==> src/source/sudoku_defs.svh <==
`ifndef SUDOKU_DEFS_SVH
`define SUDOKU_DEFS_SVH

// entries in each grid queue
`define FIFO_DEPTH 4

// propagation passes allowed per puzzle before giving up
`define MAX_SWEEPS 40

`endif
==> src/source/sudoku_pkg.sv <==
package sudoku_pkg;

	// one cell, 0 = empty, 1..9 = value, a..f never used
	typedef logic [3:0] cell_t;

	// 81 cells row-major, row 0 col 0 at the msb end
	// cell (r,c) lives at index 80 - (r*9 + c)
	typedef cell_t [80:0] grid_t;

	// solver controller states
	typedef enum logic [1:0] {
		IDLE,
		LOAD,
		SWEEP,
		WRITE
	} ctrl_state_t;

	// one-hot of a cell value, bit v-1 for value v, empty or illegal gives 0
	function automatic logic [8:0] value_bit(input cell_t v);
		logic [8:0] m;
		m = '0;
		if (v >= 4'd1 && v <= 4'd9)
		begin
			m[v - 4'd1] = 1'b1;
		end
		return m;
	endfunction

	// values present in each row, column and 3x3 box of a grid
	function automatic void unit_masks(
		input grid_t g,
		output logic [8:0][8:0] rows,
		output logic [8:0][8:0] cols,
		output logic [8:0][8:0] boxes
	);
		logic [8:0] m;
		rows = '0;
		cols = '0;
		boxes = '0;
		for (int r = 0; r < 9; r++)
		begin
			for (int c = 0; c < 9; c++)
			begin
				m = value_bit(g[80 - (r * 9 + c)]);
				rows[r] = rows[r] | m;
				cols[c] = cols[c] | m;
				boxes[(r / 3) * 3 + c / 3] = boxes[(r / 3) * 3 + c / 3] | m;
			end
		end
	endfunction

endpackage

==> src/source/solve_ctrl.sv <==
module solve_ctrl (
	input  logic clk,
	input  logic rst,
	input  logic in_empty,
	input  logic out_full,
	input  logic complete,
	input  logic progress,
	input  logic spent,
	output logic in_pop,
	output logic load,
	output logic sweep_en,
	output logic count_clr,
	output logic count_en,
	output logic out_push
);
	import sudoku_pkg::*;

	ctrl_state_t state;
	ctrl_state_t state_next;
	logic        stop;

	// any of these ends the sweeping for this puzzle
	// progress reads 1 right after load so the first pass always runs
	assign stop = complete || !progress || spent;

	always_ff @(posedge clk or posedge rst)
	begin
		if (rst)
		begin
			state <= IDLE;
		end
		else
		begin
			state <= state_next;
		end
	end

	always_comb
	begin
		state_next = state;
		case (state)
			IDLE:
			begin
				if (!in_empty)
				begin
					state_next = LOAD;
				end
			end
			// single cycle, pop and load happen on its closing edge
			LOAD:
				state_next = SWEEP;
			SWEEP:
			begin
				if (stop)
				begin
					state_next = WRITE;
				end
			end
			// hold the grid until the output queue has room
			WRITE:
			begin
				if (!out_full)
				begin
					state_next = IDLE;
				end
			end
			default:
				state_next = IDLE;
		endcase
	end

	// load the head into the sweep register as it leaves the queue
	assign in_pop = (state == LOAD);
	assign load = (state == LOAD);
	assign count_clr = (state == LOAD);

	// no pass on the cycle that decides to stop
	assign sweep_en = (state == SWEEP) && !stop;
	assign count_en = sweep_en;

	assign out_push = (state == WRITE) && !out_full;

endmodule

==> config.mk <==
export PLATFORM = sky130hd
export DESIGN_NAME = solve_ctrl
export DESIGN_NICKNAME = d
export VERILOG_FILES = /design/src/source/sudoku_defs.svh /design/src/source/sudoku_pkg.sv /design/src/source/solve_ctrl.sv
export SDC_FILE = /design/constraint.sdc
export NUM_CORES = 1
export LEC_CHECK = 0
export BUFFER_PORTS_ARGS = -buffer_cell sky130_fd_sc_hd__buf_4
export CAP_MARGIN = 20
export CORE_AREA = 5 5 42 44
export CTS_CLUSTER_SIZE = 10
export DETAILED_ROUTE_END_ITERATION = 10
export DIE_AREA = 0 0 47 49
export PLACE_DENSITY = 0.38
export SETUP_SLACK_MARGIN = 0.5
export SYNTH_ARGS = -nofsm -noshare
export SYNTH_HDL_FRONTEND = slang
export SYNTH_SLANG_ARGS = --single-unit
==> constraint.sdc <==
create_clock -name clk -period 2.1 [get_ports clk]
set_input_delay 0.21 -clock clk [delete_from_list [all_inputs] [get_ports clk]]
set_output_delay 0.21 -clock clk [all_outputs]
set_load 0.02 [all_outputs]
Word level (Yosys, flattened, before mapping) --
Index checks and enable logic that the tools add are counted.
Operators by class: equality and inequality tests 6, multiplexer cells 4, reductions and logical operators 9
Operators with widths (count):
- $pmux 2 s4 | 1
- $mux 2 | 3
- $ne 2x2->1 const B | 3
- $eq 2x2->1 const B | 2
- $logic_not 1->1 | 3
- $reduce_and 3->1 | 1
- $eq 2x1->1 const B | 1
- $logic_and 1x1->1 | 2
- $logic_not 2->1 | 1
- $logic_or 1x1->1 | 2
Word-level totals: flip-flop bits (word level) 2, input port bits 7, logic and storage cells 20, output and inout bits 6

Longest topological paths before layout --
depth after elaboration 5, depth in mapped cells 5, mapped depth without buffers 5

Worst setup path after synthesis --
No wires, ideal clock.
path type register to register, from reg state[0], to reg state[1], library setup time 125 ps, period minus slack after synthesis 1668 ps, arrival time 1543 ps, path slack 432 ps, required time 1975 ps, path buffers 0, stages on the path, launching flop included 6, cell sequence dfrtp_1 inv_1 ha_1 and4bb_1 a221o_2 mux2_4
Between the ends: cells in the longest elaborated chain, start to end 3, elaborated cells on any way between the ends 9, classes of those cells 6 x eq/ne; 1 x mux; 2 x reduce/logical
RTL lines:
- from (decl) | line solve_ctrl.sv:18 | ctrl_state_t state;
- from (signal assigned) | line solve_ctrl.sv:34 | state <= state_next;
- $eq 2x2->1 / $logic_not 2->1 (equally long branches) | line solve_ctrl.sv:41 | case (state)
- $ne 2x2->1 (no line)
- $reduce_and 3->1 (no line)
Parallel ways exist; a longest one is shown, timed or not. A chain may end at the register's enable or synchronous reset.

Worst setup path after layout --
from reg state[1], to reg state[1]
Same word-level chain as after synthesis.

==> results.yml <==
cts:
  cts_sinks: 2
  cts_tree: "done"
  cts.clk_slew.worst_paths_ns: 0.03
  root_buffer: "clkbuf_4"
  clock_latency_ns: 0.23
  cts_max_level: 1
  cts_buffers: 3
  cts_buffer_depth: 2
timing:
  worst_pin_slew_ns: 0.172
  rsz0062_at_grt: "yes"
  fin_crit_ns: 1.58
  skew_ns: 0.00381
  fmax_mhz: 632
  setup_violations: 0
  slew_headroom_pct: 88.6
  tns_ns: 0
  maxSlewViolCount: 0
  final-hold-violation-count: 0
  whs_ns: 0.347
  fin_crit_sh_pct: 75.4
global_route:
  grt_usage_pct: 4.85
  grt_pass1_wl_um: 745
  grt_max_degree: 5
  antenna_found_initial: 0
  gr-total-overflow: 0
  grt_pass1_vias: 187
worst_setup_path:
  slowest_delay_ns: 0.42
  worstPathRequired_ns: 2.21
  crit_buf_inv: 0
  crit_family: "flip-flops"
  crit_fanout: 3
  crit_chain: "ha_4 -> and4bb_2 -> a221o_2 -> mux2_4"
  cp-start-kind: "flop"
  path_class: "reg -> reg"
  cp-end-kind: "flop"
  arrival_ns: 1.69
  cp_slowest_cell: "dfrtp_1"
route:
  wl_per_cell_um: 9.52
  drt_iter0_markers: 2
  ant_nets: 0
  wl_um: 495
  via_count: 188
  firstDrtPassIters: 2
  drt-vias-per-instance: 3.62
  drc: 0
hold_path:
  min_path_type: "in -> reg"
cells_and_area:
  nFillCells: 160
  largest_reg_flops: 2
  top_regs: "state x2"
  diodes: 0
  fin_nets: 50
  syn_to_final_growth_pct: 79.3
  largest-register: "state"
  final_cells: 52
  final_cell_mix: "16 x buf_4, 4 x ha_1, 3 x clkbuf_4, 2 x inv_1, 2 x dfrtp_1"
  final_common_cell: "buf_4"
  drive_above_1_share_pct: 66.7
yosys:
  netlist_area_um2: 205
  synth-seq-cells: 2
  synth_cell_types: 10
  synth_cells: 19
  ys_seq_area_share_pct: 24.4
  synth_nets: 31
  avgSynthCellArea_um2: 10.8
  synth_warnings: 0
place:
  numPlacedInstances: 44
  place_hpwl_um: 345
  numPortBuffers: 12
  place.gp.congestion: 0.574
power:
  p_switching_uw: 202
  clockPowerShare_pct: 16.4
  power.share.switching_pct: 39.1
  internal_power_uw: 315
  seqPwrFrac_pct: 16.2
  leakagePower_uw: 0.000198
  p_total_uw: 516
  vdd_ir_drop_max_mv: 0.406
  p_comb_share_pct: 67.4
  p_per_area_nw_per_um2: 1400
run:
  max-cap-violations: 0
floorplan:
  start_util_pct: 14.6
  boundaryPins: 13
  die_area_um2: 2300
  die_h_um: 49
  chipWidth_um: 47
  core-area_um2: 1400
  rows: 14
status:
  status: "complete, no violations"
through the flow:
step / worst slack [ns] / instance area [um^2] / util (%)
after floorplan: 0.470 / 208 / -
after global placement: 0.446 / 295 / 21.1
after detailed placement: 0.453 / 295 / 21.1
after CTS: 0.505 / 343 / 24.5
after global routing: 0.464 / 368 / 26.3
final: 0.517 / 368 / 26.3
synth_stat cells (all sizes together):
cell	number	area, um^2
nor2	1	3.75
inv	3	11.3
ha	5	62.6
buf	3	22.5
dfrtp	2	50.1
a221o	1	11.3
mux2	1	15.0
and4bb	1	12.5
mux2i	1	10.0
nor2b	1	6.26
worst min-delay path: cells and delay by family:
family                 cells  cell delay (ns)
AO/OA/AOI/OAI              1             0.16
buffers and inverters      1             0.08
multiplexers               1             0.07
routing by layer:
layer / GRT usage, % / share of wire (%) / vias up / wire, um
li1: - / - / 94 / -
met3: 4.80 / 16 / 0 / 79
met1: 5.91 / 45 / 81 / 225
met4: 2.76 / 0 / 0 / 0
met2: 5.20 / 38 / 13 / 190
met5: 0 / 0 / - / 0
logic make-up (layout without fill, tap and decap cells):
logic type | Yosys count | count (layout) | share of synthesized area (%)
buf+inv | 6 | 23 | 16.5
fa+ha+maj | 5 | 5 | 30.5
simple gates | 3 | 3 | 11.0
mux | 2 | 2 | 12.2
flops | 2 | 2 | 24.4
compound gates | 1 | 1 | 5.49
power by group through the flow:
stage / logic (uW) / clock network [uW] / registers [uW]
finish: 348 / 84.8 / 83.6
global route: 379 / 97.1 / 87.3
CTS: 314 / 90.1 / 77.8
detailed placement: 275 / 0 / 83.6
global placement: 279 / 0 / 86.2
floorplan: 219 / 0 / 78.5
final timing paths:
path                       startpoint  depth (start not counted)  slack [ns]        to
max                          state[1]                          4        0.52  state[1]
min                          in_empty                          3        0.35  state[0]
max reg2reg                  state[1]                          4        0.52  state[1]
min reg2reg                  state[1]                          2        0.71  state[1]
max in group asynchronous         rst                          3        1.58  state[0]
min in group asynchronous         rst                          3        0.40  state[1]
cell type report:
class                   count  area (um^2)  share of cell area [%]
clock buffers               3         22.5                    6.12
inverters                   3         11.3                    3.06
multi-input cells          11          134                    36.4
flip-flops and latches      2         50.0                    13.6
well taps                  16         20.0                    5.44
repair buffers             17          130                    35.4
repair_timing:
action | CTS | global route
hold endpoints to repair | 2 | 0
resized for setup | 0 | 1
hold buffers | 1 | 0
pin swaps | 0 | 3
setup endpoints to repair | 1 | 1
buffers inserted | 2 | 2
(Power assumes the default switching activity.)
