## config.mk

```make
export PLATFORM = sky130hd
export DESIGN_NAME = grid_fifo
export DESIGN_NICKNAME = d
export VERILOG_FILES = /design/src/source/sudoku_defs.svh /design/src/source/sudoku_pkg.sv /design/src/source/grid_fifo.sv
export SDC_FILE = /design/constraint.sdc
export NUM_CORES = 1
export LEC_CHECK = 0
export BUFFER_PORTS_ARGS = -buffer_cell sky130_fd_sc_hd__buf_2
export CAP_MARGIN = 20
export CELL_PAD_IN_SITES_DETAIL_PLACEMENT = 1
export CELL_PAD_IN_SITES_GLOBAL_PLACEMENT = 2
export CORE_MARGIN = 10
export CORE_UTILIZATION = 45
export DETAILED_ROUTE_END_ITERATION = 7
export GPL_TIMING_DRIVEN = 0
export PLACE_DENSITY = 0.84
export SLEW_MARGIN = 20
export SYNTH_ARGS = -nofsm -noshare
export SYNTH_HDL_FRONTEND = slang
export SYNTH_SLANG_ARGS = --single-unit
export TNS_END_PERCENT = 50
```

## constraint.sdc

```tcl
create_clock -name clk -period 10.6 [get_ports clk]
set_clock_uncertainty 0.2 [all_clocks]
set_input_delay 2.12 -clock clk [delete_from_list [all_inputs] [get_ports clk]]
set_output_delay 2.12 -clock clk [all_outputs]
set_load 0.02 [all_outputs]
```

## src/source/sudoku_defs.svh

```systemverilog
`ifndef SUDOKU_DEFS_SVH
`define SUDOKU_DEFS_SVH

// entries in each grid queue
`define FIFO_DEPTH 4

// propagation passes allowed per puzzle before giving up
`define MAX_SWEEPS 40

`endif
```

## src/source/sudoku_pkg.sv

```systemverilog
package sudoku_pkg;

	// one cell, 0 = empty, 1..9 = value, a..f never used
	typedef logic [3:0] cell_t;

	// 81 cells row-major, row 0 col 0 at the msb end
	// cell (r,c) lives at index 80 - (r*9 + c)
	typedef cell_t [80:0] grid_t;

	// solver controller states
	typedef enum logic [1:0] {
		IDLE,
		LOAD,
		SWEEP,
		WRITE
	} ctrl_state_t;

	// one-hot of a cell value, bit v-1 for value v, empty or illegal gives 0
	function automatic logic [8:0] value_bit(input cell_t v);
		logic [8:0] m;
		m = '0;
		if (v >= 4'd1 && v <= 4'd9)
		begin
			m[v - 4'd1] = 1'b1;
		end
		return m;
	endfunction

	// values present in each row, column and 3x3 box of a grid
	function automatic void unit_masks(
		input grid_t g,
		output logic [8:0][8:0] rows,
		output logic [8:0][8:0] cols,
		output logic [8:0][8:0] boxes
	);
		logic [8:0] m;
		rows = '0;
		cols = '0;
		boxes = '0;
		for (int r = 0; r < 9; r++)
		begin
			for (int c = 0; c < 9; c++)
			begin
				m = value_bit(g[80 - (r * 9 + c)]);
				rows[r] = rows[r] | m;
				cols[c] = cols[c] | m;
				boxes[(r / 3) * 3 + c / 3] = boxes[(r / 3) * 3 + c / 3] | m;
			end
		end
	endfunction

endpackage

```

## src/source/grid_fifo.sv

```systemverilog
module grid_fifo #(
	parameter int DEPTH = 4
) (
	input  logic               clk,
	input  logic               rst,
	input  logic               push,
	input  sudoku_pkg::grid_t  din,
	input  logic               pop,
	output sudoku_pkg::grid_t  dout,
	output logic               empty,
	output logic               full
);
	import sudoku_pkg::*;

	localparam int PTR_W = (DEPTH > 1) ? $clog2(DEPTH) : 1;
	localparam int CNT_W = $clog2(DEPTH + 1);

	grid_t            mem [DEPTH];
	logic [PTR_W-1:0] wr_ptr;
	logic [PTR_W-1:0] rd_ptr;
	logic [CNT_W-1:0] count;
	logic             do_push;
	logic             do_pop;

	// push on full and pop on empty are dropped
	assign do_push = push && !full;
	assign do_pop = pop && !empty;

	// storage only, no reset needed on the entries
	always_ff @(posedge clk)
	begin
		if (do_push)
		begin
			mem[wr_ptr] <= din;
		end
	end

	always_ff @(posedge clk or posedge rst)
	begin
		if (rst)
		begin
			wr_ptr <= '0;
			rd_ptr <= '0;
			count <= '0;
		end
		else
		begin
			// pointers wrap explicitly so DEPTH need not be a power of two
			if (do_push)
			begin
				wr_ptr <= (wr_ptr == PTR_W'(DEPTH - 1)) ? '0 : wr_ptr + 1'b1;
			end
			if (do_pop)
			begin
				rd_ptr <= (rd_ptr == PTR_W'(DEPTH - 1)) ? '0 : rd_ptr + 1'b1;
			end
			// occupancy, unchanged on simultaneous push and pop
			if (do_push && !do_pop)
			begin
				count <= count + 1'b1;
			end
			else if (do_pop && !do_push)
			begin
				count <= count - 1'b1;
			end
		end
	end

	assign empty = (count == '0);
	assign full = (count == CNT_W'(DEPTH));
	// head entry, meaningless while empty
	assign dout = mem[rd_ptr];

endmodule

```

Word-level counts from Yosys, hierarchy flattened
Memory sizes are Yosys's and may differ from the RTL's.
Index checks and enable logic that the tools add are counted.
Widths: inputs -> output; s select.
{ "classes": {"addsub": 4, "multipliers": 0, "n_div": 0, "n_lt_le_gt_ge": 0, "n_eq_ne": 3, "shift": 0, "mux": 6, "bitwise_logic": 0, "n_reduce_logical": 10} }
{ "ops": {"columns": ["op", "count"], "rows": [
  ["$mux 3", 2],
  ["$add 2x1->2 const B", 2],
  ["$eq 2x2->1 const B", 2],
  ["$logic_and 1x1->1", 4],
  ["$logic_not 1->1", 4],
  ["$mux 2", 2],
  ["$add 3x1->3 const B", 1],
  ["$eq 3x3->1 const B", 1],
  ["$logic_not 3->1", 1],
  ["$sub 3x1->3 const B", 1],
  ["$mux 1", 2],
  ["$reduce_bool 2->1", 1]
]} }
{ "word_totals": {"reg_bits": 7, "latchBits": 0, "ram_bits": 1296, "mem_bits_ro": 0, "inputBits": 328, "out_inout_bits": 326, "elab_cells": 27, "mem_count": 1} }
{ "memory_table": {"columns": ["memory", "words", "width", "rd", "rd_ports_with_merged_regs", "wr", "line", "rtl"], "rows": [
  ["mem", 4, 324, 1, 0, 1, "grid_fifo.sv:18", "grid_t mem [DEPTH];"]
]} }

Longest topological paths before layout
{ "logic_depth": {"ltp_word": 7, "mapped_depth": 9, "mapped_depth_nobuf": 8} }

Worst setup path after synthesis
Ideal clock, no wire load.
{ "synth_path": {"path_kind": "input to register", "startpoint": "input port push", "endpoint": "memory mem[0][0] (netlist bit), enable pin", "arrival_time_ps": 9822, "setup_slack_ps": -150, "path_stages": 3, "path_buffers": 1, "path_cell_list": "nor2b_1 clkbuf_1 and2_1"} }
{ "synth_between": {"elab_chain_len": 3} }
{ "synth_rtl": {"columns": ["item", "line", "rtl"], "rows": [
  ["from (decl)", "grid_fifo.sv:6", "input logic push,"],
  ["$logic_and 1x1->1", "grid_fifo.sv:26", "assign do_push = push && !full;"],
  ["via do_push", "grid_fifo.sv:22", "logic do_push;"],
  ["$mux 1", "grid_fifo.sv:32", "if (do_push)"],
  ["$mux 1 (implied by the code)", "grid_fifo.sv:34", "mem[wr_ptr] <= din;"],
  ["to (decl)", "grid_fifo.sv:18", null]
]} }
The timed path passes the listed nets, and every way through them passes these cells.

==> results_dict.tcl <==
set metrics [dict create \
    syn_avg_cell_area_sq_um 27.2 \
    critPathMostFrequentCell "buf_2" \
    holdWs_ns 0.326 \
    dr.pass1.iters 5 \
    dp_slack_ns 5.48 \
    top_layer_used "met5" \
    nets 2888 \
    timing.critical_path.buf_inv 4 \
    dp_cells 3795 \
    start_util_pct 45.4 \
    status "finished, final reports clean" \
    leakagePower_nw 19.4 \
    track_usage_pct 20.3 \
    netlist_instances 1730 \
    p_per_area_nw_per_um2 304 \
    slowest_delay_ns 0.74 \
    ys_seq_area_share_pct 83.0 \
    netlist_area_sq_um 47100 \
    hold_path.class "flip-flop to flip-flop" \
    core_area_sq_um 104000 \
    path_max_fanout 10 \
    syn_to_final_growth_pct 21.9 \
    max_freq_mhz 179 \
    r2r_slack_ns 7.13 \
    drt-total-wl_mm 122 \
    cts_tree "yes" \
    syn_nets 2065 \
    clkLatencyLatePin_ns 0.72 \
    path_cells "buf_4, clkbuf_1, buf_2, mux4_2, buf_2" \
    setup_viol 0 \
    via_per_inst 5.45 \
    ctsResizeCount 0 \
    route.met3.wl_mm 13.7 \
    yosys_warnings 0 \
    clock_sinks 1303 \
    period_share_pct 52.7 \
    path_class "flip-flop to primary output" \
    grt_pass1_vias 24400 \
    endpoint_kind "primary output" \
    fin_cells 4068 \
    holdBufCountCts 0 \
    post-cts-setup-buffer-count 0 \
    drt_iter0_drc 1909 \
    vias 22200 \
    cts_buffer_depth 3 \
    crit_slowest_cell "clkbuf_1" \
    worstMarginPinSlew_ns 0.928 \
    finalPower_mw 17.5 \
    die_w_microns 344 \
    wl_met2_mm 61.6 \
    place_area_sq_um 52900 \
    timing.slew.headroom_pct 38.1 \
    ant_nets 0 \
    yosysTopAreaCell "edfxtp_1" \
    peakVddDrop_v 0.000197 \
    slew_viol_final 0 \
    avgRoutedWirePerCell_microns 30.0 \
    required_ns 8.28 \
    cp_top_family "buffers and inverters" \
    die_area_sq_um 118000 \
    layout_setup_ws_ns 5.02 \
    place.gp.congestion 0.752 \
    synth-seq-cells 1303 \
    grt_remaining_overflow 0 \
    hold_viol 0 \
    synth_top_area_share_pct 82.6 \
    h-tree-depth 4 \
    min_period_ns 5.58 \
    antenna_found_initial 56 \
    numCtsBuffers 136 \
    drive_above_1_share_pct 47.6 \
    clk_pin_slew_ns 0.06 \
    numPortBuffers 653 \
    ys_types 20 \
    fp.dieH_microns 344 \
    grt_max_degree 48 \
    drcViolationCount 0 \
    start_kind "flip-flop" \
    wirelength_met1_mm 42.7 \
    grt_pass1_wl_mm 174 \
    io_pins 654 \
    rsz0062_at_grt "false" \
    drv_cap 0 \
    finalInstanceArea_sq_um 57400 \
    clockRootBuffer "clkbuf_16" \
    hpwl_mm 83.8 \
    rows 118 \
    cp_data_arrival_time_ns 3.26 \
    synthTopCellsByArea "edfxtp_1 83%, mux4_2 15%, buf_6 0.41%, dfrtp_1 0.37%, buf_2 0.34%" \
]
synthesized netlist by cell type:
cell type,number
a21o_1,1
and2_1,4
buf_2,32
buf_4,9
buf_6,17
clkbuf_1,15
dfrtp_1,7
edfxtp_1,1296
fa_1,1
ha_1,6
inv_1,4
mux2_2,4
mux4_2,324
nor2_1,2
nor2b_1,1
nor3_1,2
nor3b_1,1
o31ai_1,1
xnor2_1,1
xor2_1,2
layout by cell type, fill, tap and decap left out, drive strengths merged:
| cell type | n |
|---|---|
| edfxtp | 1296 |
| buf | 743 |
| mux4 | 324 |
| clkbuf | 187 |
| clkinv | 56 |
| diode | 27 |
| bufinv | 11 |
| dfrtp | 7 |
| ha | 6 |
| inv | 6 |
| clkinvlp | 5 |
| mux2 | 4 |
| and2 | 4 |
| nor3 | 2 |
| nor2 | 2 |
| xor2 | 2 |
| o31ai | 1 |
| a21o | 1 |
| nor3b | 1 |
| nor2b | 1 |
| xnor2 | 1 |
| fa | 1 |
state kept, by name, summed over array words and instances (netlist names):
name,cells
mem,1296
count,3
rd_ptr,2
wr_ptr,2
worst paths after layout:
check | cells after the start | end | from
hold reg to reg | 1 | count[2]$_DFFE_PP0P_ | count[2]$_DFFE_PP0P_
hold / removal | 1 | count[2]$_DFFE_PP0P_ | count[2]$_DFFE_PP0P_
max in group asynchronous | 2 | wr_ptr[1]$_DFFE_PP0P_ | rst
setup reg to reg | 8 | mem[1][179]$_DFFE_PP_ | count[2]$_DFFE_PP0P_
setup / recovery | 5 | dout[223] | rd_ptr[1]$_DFFE_PP0P_
min in group asynchronous | 2 | count[1]$_DFFE_PP0P_ | rst
metrics by stage:
step | setup TNS (ns) | utilization (%)
global route | 0 | 55.3
floorplan | -97.00 | -
CTS | 0 | 55.3
global placement | -3864.29 | 50.2
finish | 0 | 55.3
detailed placement | 0 | 51.0
per-layer routing:
metal | vias up | global-route usage, %
met5 | - | 0
met1 | 11600 | 23.6
met2 | 951 | 33.9
li1 | 9279 | -
met4 | 66 | 6.75
met3 | 235 | 8.66
area by class of cell:
class / count / area (sq um)
clock inverters: 74 / 707
inverters: 4 / 15.0
well taps: 1380 / 1730
repair buffers: 685 / 4070
flip-flops and latches: 1303 / 39100
clock buffers: 172 / 3720
fillers: 8969 / 46400
multi-input cells: 350 / 7540
plain buffers: 73 / 477
diodes: 27 / 67.6
worst register-to-register path, stage by stage (launching register included):
cell,delay [ns]
dfrtp_1,0.41
nor3b_1,0.17
nor2b_1,0.12
clkbuf_1,0.34
and2_4,0.63
buf_16,0.31
buf_12,0.29
buf_12,0.30
buf_16,0.28
power breakdown:
part | total [mW] | switching (mW) | internal [mW]
Combinational | 5.78 | 3.61 | 2.17
Clock | 4.66 | 1.90 | 2.76
Sequential | 7.03 | 0.244 | 6.79
Total | 17.5 | 5.76 | 11.7
cell families (layout without fill, tap and decap cells):
| kind of cell | after synthesis | in the layout | synth area share, % |
|---|---|---|---|
| flops | 1303 | 1303 | 83.0 |
| buf+inv | 77 | 1008 | 1.04 |
| xor+xnor | 3 | 3 | 0.0558 |
| mux | 328 | 328 | 15.6 |
| simple gates | 10 | 10 | 0.120 |
| compound gates | 2 | 2 | 0.0319 |
| fa+ha+maj | 7 | 7 | 0.202 |
| other cells | 0 | 27 | 0 |
Power figures use the tool's default switching activity.
