File: config.mk
export PLATFORM = sky130hd
export DESIGN_NAME = sweep_counter
export DESIGN_NICKNAME = d
export VERILOG_FILES = /design/src/source/sweep_counter.sv
export VERILOG_INCLUDE_DIRS = /design/src /design/src/source
export SDC_FILE = /design/constraint.sdc
export NUM_CORES = 1
export LEC_CHECK = 0
export BUFFER_PORTS_ARGS = -buffer_cell sky130_fd_sc_hd__clkbuf_2
export CAP_MARGIN = 10
export CORE_AREA = 3 3 40 42
export DETAILED_ROUTE_END_ITERATION = 10
export DIE_AREA = 0 0 43 45
export MAX_ROUTING_LAYER = met4
export SYNTH_ARGS = -nofsm -noshare
export SYNTH_HDL_FRONTEND = slang
export SYNTH_SLANG_ARGS = --single-unit
File: constraint.sdc
create_clock -name clk -period 2.8 [get_ports clk]
set_clock_uncertainty 0.1 [all_clocks]
set_input_delay 0.42 -clock clk [delete_from_list [all_inputs] [get_ports clk]]
set_output_delay 0.42 -clock clk [all_outputs]
set_load 0.02 [all_outputs]
File: src/source/sudoku_defs.svh
`ifndef SUDOKU_DEFS_SVH
`define SUDOKU_DEFS_SVH

// entries in each grid queue
`define FIFO_DEPTH 4

// propagation passes allowed per puzzle before giving up
`define MAX_SWEEPS 40

`endif
File: src/source/sweep_counter.sv
`include "sudoku_defs.svh"

module sweep_counter (
	input  logic clk,
	input  logic rst,
	input  logic clr,
	input  logic en,
	output logic spent
);

	localparam int CNT_W = $clog2(`MAX_SWEEPS + 1);

	logic [CNT_W-1:0] count;

	// passes since the last clear, held at the budget
	always_ff @(posedge clk or posedge rst)
	begin
		if (rst)
		begin
			count <= '0;
		end
		else if (clr)
		begin
			count <= '0;
		end
		else if (en && !spent)
		begin
			count <= count + 1'b1;
		end
	end

	// budget gone, controller must write back whatever it has
	assign spent = (count == CNT_W'(`MAX_SWEEPS));

endmodule

Yosys cells after proc, flatten, opt, wreduce, memory -nomap -nowiden
Index checks and enable logic that the tools add are counted.
{"block": "word_totals", "ff_bits": 6, "latch_bits": 0, "ramBits": 0, "mem_bits_ro": 0, "inputBits": 4, "out_inout_bits": 1, "mem_count": 0}
{"block": "op_classes", "addsub": 1, "multipliers": 0, "n_div": 0, "order_cmp": 0, "n_eq_ne": 1, "shifts": 0, "mux": 2, "n_bitwise": 0, "reduce_logical": 3}
{"op": "$mux W6", "count": 2}
{"op": "$add A6 B1 Y6 const B", "count": 1}
{"op": "$eq A6 B6 Y1 const B", "count": 1}
{"op": "$reduce_bool A2 Y1", "count": 1}
{"op": "$logic_and A1 B1 Y1", "count": 1}
{"op": "$logic_not A1 Y1", "count": 1}

Logic depth before layout (Yosys ltp)
Gate-level depths: netlist of the first run.
{"block": "depth", "ltp_word": 5, "ltp_mapped": 5, "ltp_nobuf": 5}

Worst setup path after synthesis of the first run
No wires, ideal clock.
{"block": "synth_path", "path_type": "reg-to-output", "start": "register count[0]", "end": "output spent", "arrival_ps": 1068, "required_ps": 2280, "slack_ps": 1212, "path_stages_with_launch": 5, "n_path_buf": 0, "cell_sequence": "dfrtp_1 inv_1 ha_1 nand2_1 nor2b_1"}
{"block": "synth_via", "elab_chain_cells": 1}
{"item": "from (decl)", "line_no": "sweep_counter.sv:13", "text": "logic [CNT_W-1:0] count;"}
{"item": "from (signal assigned)", "line_no": "sweep_counter.sv:28", "text": "count <= count + 1'b1;"}
{"item": "$eq A6 B6 Y1", "line_no": "sweep_counter.sv:33", "text": "assign spent = (count == CNT_W'(`MAX_SWEEPS));"}
{"item": "to (decl)", "line_no": "sweep_counter.sv:8", "text": "output logic spent"}
No other way between the ends.

Worst setup path after layout of the first run
Same ends and word-level chain as after synthesis.

==> metrics.log, run 1 <==
[metrics] cells taking the most area after synthesis: sky130_fd_sc_hd__dfrtp_1 (39%), sky130_fd_sc_hd__ha_1 (6.5%), sky130_fd_sc_hd__nor3b_4 (4.8%)
[metrics] worst rel slew slack: 80.2%
[metrics] placed wire-length estimate after detailed placement: 552 um
[metrics] run status: complete, no violations
[metrics] post-synthesis cell type count: 23
[metrics] Post-synth top cells: sky130_fd_sc_hd__dfrtp_1 (6), sky130_fd_sc_hd__nand2_1 (4), sky130_fd_sc_hd__inv_1 (3), sky130_fd_sc_hd__nor2_1 (3)
[metrics] Cell Chain, Critical Path: inv_1 > ha_1 > nand2_1 > nor2b_1 > clkbuf_2
[metrics] insertion delay to the later sink of the worst-skew pair: 240 ps
[metrics] Routed WL per cell: 12.3 um
[metrics] maximum frequency from static timing analysis: 0.525 GHz
[metrics] area taken by multi-input logic gates: 219 sq um
[metrics] Slowest-stage cell, CP: sky130_fd_sc_hd__dfrtp_1
[metrics] Synth Register Bits: 6
[metrics] final hold vios: 0
[metrics] number of antenna violations at the first check in global routing: 0
[metrics] Regs by FF count: count x6
[metrics] maximum level of the CTS H-tree: 1
[metrics] overflow left after global routing: 0
[metrics] clock slew seen by the registers of the worst setup and hold paths: 40 ps
[metrics] critical path arrival: 1380 ps
[metrics] clock tree from TritonCTS: built
[metrics] summed instance area of the synthesized netlist: 388 sq um
[metrics] relative area change from synthesis to final layout: 16.5%
[metrics] RSZ-0062 raised after global routing: no
[metrics] effective utilization at floorplan: 30.2%
[metrics] type of the worst min-delay path: input pin to register
[metrics] Post-Place Cells: 58
[metrics] predominant post-synthesis flop cell: sky130_fd_sc_hd__dfrtp_1
[metrics] crit path time final: 1900 ps
[metrics] Slew @ Worst Pin: 293 ps
[metrics] delay of the slowest cell on the worst path: 410 ps
[metrics] most flop-heavy register: count
[metrics] worst-case hold slack: 374 ps
[metrics] Vert. Die Dim: 45 um
[metrics] share of the synthesized area in the top cell type: 38.7%
[metrics] Num CTS Buffers: 3
[metrics] largest area contributor in the netlist: sky130_fd_sc_hd__dfrtp_1
[metrics] library cell with the highest instance count after synthesis: sky130_fd_sc_hd__dfrtp_1
[metrics] Ys Warns: 0
[metrics] synthesized netlist net count: 47
[metrics] aggregate global-route resource usage: 10.4%
[metrics] maximum number of pins on one net before global-route repair: 12
[metrics] number of filler instances in the final layout: 137
[metrics] proportion of layout cells with a drive suffix above 1: 19.1%
[metrics] Max Root-Sink Buffers: 2
[metrics] cell leakage power: 0.193 nW
[metrics] Seq/Total Area, Yosys: 38.7%
[metrics] Cell Count, Final, Fillers Out: 62
[metrics] cell row count: 13
[metrics] total via count in the routed design: 325
[metrics] setup_tns: 0 ps
[metrics] Crit. End Element: output port
[metrics] startpoint types: register
[metrics] number of DRC markers in iteration 0: 8
[metrics] ANT nets after route: 0
[metrics] post-detailed-route DRC marker count: 0
[metrics] wire length of the first global-routing pass: 1.36 mm
[metrics] number of enable-type register cells in the synthesized netlist: 0
[metrics] share of the clock period used by the worst path after layout: 68.0%
[metrics] die area: 0.00194 sq mm
[metrics] share of async-settable or async-resettable flops after synthesis: 100%
[metrics] power per cell area: 488 mW/mm^2
[metrics] final weighted congestion of routability-driven global placement: 0.679
[metrics] area of the core: 0.00128 sq mm
[metrics] max-capacitance violation count: 0
[metrics] Routed WL: 763 um
[metrics] vias in the first global route: 306
[metrics] total area of sequential cells: 150 sq um
[metrics] Die X: 43 um
[metrics] Tot Pwr: 220 uW
[metrics] maximum ir drop on the vdd rail: 226 uV
[metrics] number of I/O pins: 5
[metrics] sinks on the clock net: 6
[metrics] flip-flop count of the largest register after layout: 6
[metrics] average footprint of a synthesized cell: 9.46 sq um
[metrics] count of input and output buffers: 4
[metrics] worst setup path category: register to output port
[metrics] Final nets: 55
[metrics] critical path fanouts, max: 4
[metrics] First-pass DRT Iterations: 4
[metrics] Antenna diodes: 0
[metrics] via/cell ratio: 5.24
[metrics] final count of negative-setup-slack endpoints: 0
[metrics] clock root buffer: sky130_fd_sc_hd__clkbuf_4
[metrics] Critical Path RT: 2280 ps
[metrics] final slew viol count: 0
[metrics] number of instances in the synthesized netlist: 41
## metal layers
metal | wire length [um] | global-route usage (%)
met1 | 357 | 11.8
met2 | 351 | 14.4
met3 | 38 | 5.98
met4 | 16 | 5.42
met5 | 0 | -
## per-stage QoR
| stage | cell area (sq um) | util [%] | setup slack, ps |
|---|---|---|---|
| finish | 452 | 35.2 | 896 |
| global route | 452 | 35.2 | 794 |
| CTS | 452 | 35.2 | 872 |
| detailed placement | 419 | 32.6 | 1060 |
| global placement | 419 | 32.6 | 1120 |
| floorplan | 388 | - | 1210 |
## worst max-delay path: cells and delay by family, from the launching register on
| kind | cells | cell delay [ps] |
|---|---|---|
| adders and majority gates | 1 | 200 |
| buffers and inverters | 2 | 290 |
| DFF | 1 | 410 |
| and+or+nand+nor | 2 | 250 |
## repair_timing
item | CTS | global route
hold buffers | 1 | 0
setup buffers | 0 | 0
endpoints found under the setup margin | 0 | 0
resized for setup | 0 | 0
hold endpoints to repair | 6 | 0
## cell type report
class | instances | share of cell area (%)
flip-flops and latches | 6 | 33.2
inverters | 3 | 2.49
multi-input cells | 30 | 48.5
well taps | 15 | 4.16
clock buffers | 3 | 4.99
repair buffers | 5 | 6.65
## worst paths after layout
check / from / end / slack, ps / cells past startpoint
worst max register to register: count[0]$_DFFE_PP0P_ / count[0]$_DFFE_PP0P_ / 1070 / 5
max in group asynchronous: rst / count[0]$_DFFE_PP0P_ / 1880 / 3
min in group asynchronous: rst / count[5]$_DFFE_PP0P_ / 520 / 3
worst max-delay path: count[0]$_DFFE_PP0P_ / spent / 900 / 5
worst min register to register: count[5]$_DFFE_PP0P_ / count[5]$_DFFE_PP0P_ / 460 / 2
worst min-delay path: clr / count[5]$_DFFE_PP0P_ / 370 / 2
## report_power, final
part	total [mW]	leakage [nW]	switching [mW]	internal (mW)
logic	0.0384	0.0979	0.0211	0.0173
clock network	0.0793	0.0138	0.0308	0.0485
registers	0.103	0.0810	0.00841	0.0942
total	0.220	0.193	0.0603	0.160
## layout by cell type, fill, tap and decap left out
cell / netlist / final
sky130_fd_sc_hd__xor2_1: 2 / 2
sky130_fd_sc_hd__nand4b_1: 2 / 2
sky130_fd_sc_hd__ha_1: 2 / 2
sky130_fd_sc_hd__nor3_1: 1 / 1
sky130_fd_sc_hd__nor2b_1: 1 / 1
sky130_fd_sc_hd__dlygate4sd3_1: 0 / 1
sky130_fd_sc_hd__and3b_1: 1 / 1
sky130_fd_sc_hd__nand4_1: 2 / 2
sky130_fd_sc_hd__o21ai_0: 1 / 1
sky130_fd_sc_hd__nor3b_4: 1 / 1
sky130_fd_sc_hd__or4_1: 1 / 1
sky130_fd_sc_hd__nand2_1: 4 / 4
sky130_fd_sc_hd__clkbuf_2: 0 / 4
sky130_fd_sc_hd__nor2_1: 3 / 3
sky130_fd_sc_hd__nand3b_1: 1 / 1
sky130_fd_sc_hd__and3_1: 1 / 1
sky130_fd_sc_hd__o311ai_0: 1 / 1
sky130_fd_sc_hd__dfrtp_1: 6 / 6
sky130_fd_sc_hd__a311o_1: 1 / 1
sky130_fd_sc_hd__or3_1: 1 / 1
sky130_fd_sc_hd__nor4b_1: 1 / 1
sky130_fd_sc_hd__mux2_2: 1 / 1
sky130_fd_sc_hd__clkbuf_4: 0 / 3
sky130_fd_sc_hd__a21oi_1: 2 / 2
sky130_fd_sc_hd__inv_1: 3 / 3
## cell families (layout without fill, tap and decap cells)
| logic type | Yosys count | in the layout | synth area share [%] |
|---|---|---|---|
| buf+inv | 5 | 11 | 4.84 |
| compound gates | 5 | 5 | 8.71 |
| simple gates | 20 | 20 | 33.9 |
| flops | 6 | 6 | 38.7 |
| mux | 1 | 1 | 2.90 |
| fa+ha+maj | 2 | 2 | 6.45 |
| xor+xnor | 2 | 2 | 4.52 |
No activity file was read; power rests on OpenSTA's default activity.
==> run 2, diff against run 1 <==
ABC_AREA = 1   (was default)
clock period = 1.9 ns   (was 2.8 ns; I/O delays follow)
==> run 2 against run 1 <==
Sequential power is 32% higher. Synthesized area increased by 7.1%. Synthesized cell count up 34%. Largest power group unchanged. Cell count up 24%. Count of clock-buffer cells in the layout unchanged. Worst hold slack got worse by 96 ps.
==> metrics.log, run 2 <==
[metrics] setup_tns: 0 ps
[metrics] type of the worst min-delay path: input pin to register
[metrics] post-CTS resize count: 0
[metrics] placed wire-length estimate after detailed placement: 580 um
[metrics] power per cell area: 600 mW/mm^2
[metrics] synthesized netlist net count: 61
[metrics] final count of negative-setup-slack endpoints: 0
[metrics] clock tree from TritonCTS: built
[metrics] count of input and output buffers: 4
[metrics] most frequent cells in the layout: sky130_fd_sc_hd__nand2_1 (20), sky130_fd_sc_hd__inv_1 (7), sky130_fd_sc_hd__nand3_1 (7), sky130_fd_sc_hd__dfrtp_1 (6), sky130_fd_sc_hd__clkbuf_2 (4)
[metrics] Final nets: 70
[metrics] flip-flop count of the largest register after layout: 6
[metrics] clock slew seen by the registers of the worst setup and hold paths: 50 ps
[metrics] insertion delay to the later sink of the worst-skew pair: 250 ps
[metrics] maximum ir drop on the vdd rail: 319 uV
[metrics] worst setup path category: register to output port
[metrics] number of I/O pins: 5
[metrics] share of the clock period used by the worst path after layout: 90.1%
[metrics] sinks on the clock net: 6
[metrics] number of antenna violations at the first check in global routing: 0
[metrics] via/cell ratio: 4.48
[metrics] relative area change from synthesis to final layout: 14.5%
[metrics] Max Root-Sink Buffers: 2
[metrics] total via count in the routed design: 345
[metrics] number of DRC markers in iteration 0: 4
[metrics] Routed WL per cell: 9.88 um
[metrics] post-detailed-route DRC marker count: 0
[metrics] final hold vios: 0
[metrics] maximum level of the CTS H-tree: 1
[metrics] run status: complete, no violations
[metrics] First-pass DRT Iterations: 4
[metrics] Post-Place Cells: 73
[metrics] die area: 0.00194 sq mm
[metrics] final instance area: 475 sq um
[metrics] Critical Path RT: 1510 ps
[metrics] share of the synthesized area in the top cell type: 36.1%
[metrics] worst rel slew slack: 82.9%
[metrics] final slew viol count: 0
[metrics] Routed WL: 761 um
[metrics] startpoint types: register
[metrics] critical path fanouts, max: 4
[metrics] Antenna diodes: 0
[metrics] aggregate global-route resource usage: 9.57%
[metrics] Post-synth top cells: sky130_fd_sc_hd__nand2_1 (20), sky130_fd_sc_hd__inv_1 (7), sky130_fd_sc_hd__nand3_1 (7)
[metrics] area of the core: 0.00128 sq mm
[metrics] proportion of layout cells with a drive suffix above 1: 19.4%
[metrics] max-capacitance violation count: 0
[metrics] Seq/Total Area, Yosys: 36.1%
[metrics] ANT nets after route: 0
[metrics] library cell with the highest instance count after synthesis: sky130_fd_sc_hd__nand2_1
[metrics] Die X: 43 um
[metrics] placement-stage cell area: 443 sq um
[metrics] number of enable-type register cells in the synthesized netlist: 0
[metrics] average footprint of a synthesized cell: 7.55 sq um
[metrics] Crit. End Element: output port
[metrics] utilization after layout: 37.0%
[metrics] overflow left after global routing: 0
[metrics] crit path time final: 1710 ps
[metrics] count of hold buffers inserted by post-cts repair: 1
[metrics] Slew @ Worst Pin: 256 ps
[metrics] summed instance area of the synthesized netlist: 415 sq um
[metrics] Vert. Die Dim: 45 um
[metrics] cells taking the most area after synthesis: sky130_fd_sc_hd__dfrtp_1 (36%), sky130_fd_sc_hd__nand2_1 (18%), sky130_fd_sc_hd__nand3_1 (8.4%)
[metrics] critical path arrival: 1330 ps
[metrics] most flop-heavy register: count
[metrics] maximum number of pins on one net before global-route repair: 8
[metrics] post-synthesis cell type count: 15
[metrics] effective utilization at floorplan: 32.3%
[metrics] clock root buffer: sky130_fd_sc_hd__clkbuf_4
[metrics] number of instances in the synthesized netlist: 55
[metrics] wire length of the first global-routing pass: 1.26 mm
[metrics] Regs by FF count: count x6
[metrics] most common library cell in the layout ignoring fill and taps: sky130_fd_sc_hd__nand2_1
[metrics] Synth Register Bits: 6
[metrics] predominant post-synthesis flop cell: sky130_fd_sc_hd__dfrtp_1
[metrics] cell row count: 13
[metrics] Num CTS Buffers: 3
[metrics] final weighted congestion of routability-driven global placement: 0.776
[metrics] cell leakage power: 0.260 nW
[metrics] Cell Count, Final, Fillers Out: 77
[metrics] vias in the first global route: 304
[metrics] number of setup buffers added after CTS: 0
[metrics] maximum frequency from static timing analysis: 0.584 GHz
[metrics] largest area contributor in the netlist: sky130_fd_sc_hd__dfrtp_1
[metrics] Ys Warns: 0
[metrics] RSZ-0062 raised after global routing: no
[metrics] share of async-settable or async-resettable flops after synthesis: 100%
run 2: final timing paths:
| path | from | slack (ps) | cells past startpoint | end |
|---|---|---|---|---|
| max in group asynchronous | rst | 1110 | 3 | count[1]$_DFFE_PP0P_ |
| worst min-delay path | clr | 280 | 4 | count[3]$_DFFE_PP0P_ |
| worst max register to register | count[0]$_DFFE_PP0P_ | 490 | 8 | count[5]$_DFFE_PP0P_ |
| min in group asynchronous | rst | 380 | 3 | count[4]$_DFFE_PP0P_ |
| worst max-delay path | count[0]$_DFFE_PP0P_ | 190 | 5 | spent |
| worst min register to register | count[5]$_DFFE_PP0P_ | 430 | 2 | count[5]$_DFFE_PP0P_ |
run 2: per-stage QoR:
stage          hold WS (ps)  setup slack (ps)  total power, mW
3_5_place_dp            101               438            0.168
3_3_place_gp           97.0               462            0.168
6_report                278               189            0.285
5_1_grt                 275              81.4            0.305
2_1_floorplan         -24.0               445            0.159
4_1_cts                 274               163            0.293
run 2: routing by layer:
| layer | share of wire, % | global-route usage, % | vias to the layer above |
|---|---|---|---|
| met1 | 47 | 11.0 | 153 |
| met4 | 0 | 4.82 | 0 |
| li1 | - | - | 185 |
| met2 | 46 | 12.9 | 7 |
| met3 | 7.1 | 5.98 | 0 |
| met5 | 0 | - | - |
run 2: area by class of cell:
type                            instances  area [sq um]
Clock buffer                            3          22.5
Fill cell                             130           810
Inverter                                9          33.8
Multi-Input combinational cell         39           220
Sequential cell                         6           150
Tap cell                               15          18.8
Timing Repair Buffer                    5          30.0
run 2: where the power goes:
part	internal (mW)	switching [mW]
clock network	0.0715	0.0465
registers	0.132	0.00455
logic	0.0116	0.0190
total	0.215	0.0701
run 2: cell families (layout without fill, tap and decap cells):
group / count (synthesis) / count (layout) / share of synthesized area [%]
AO/OA/AOI/OAI: 1 / 1 / 1.81
XOR/XNOR: 1 / 1 / 2.11
adder cells (fa/ha/maj): 2 / 2 / 6.02
buffers and inverters: 10 / 17 / 10.8
flip-flops: 6 / 6 / 36.1
AND/OR/NAND/NOR: 35 / 35 / 43.1
run 2: critical path, stage by stage (launching register included):
cell,delay [ps]
sky130_fd_sc_hd__dfrtp_1,400
sky130_fd_sc_hd__inv_1,100
sky130_fd_sc_hd__ha_1,150
sky130_fd_sc_hd__nand3_1,80
sky130_fd_sc_hd__nor2_2,160
sky130_fd_sc_hd__clkbuf_2,190
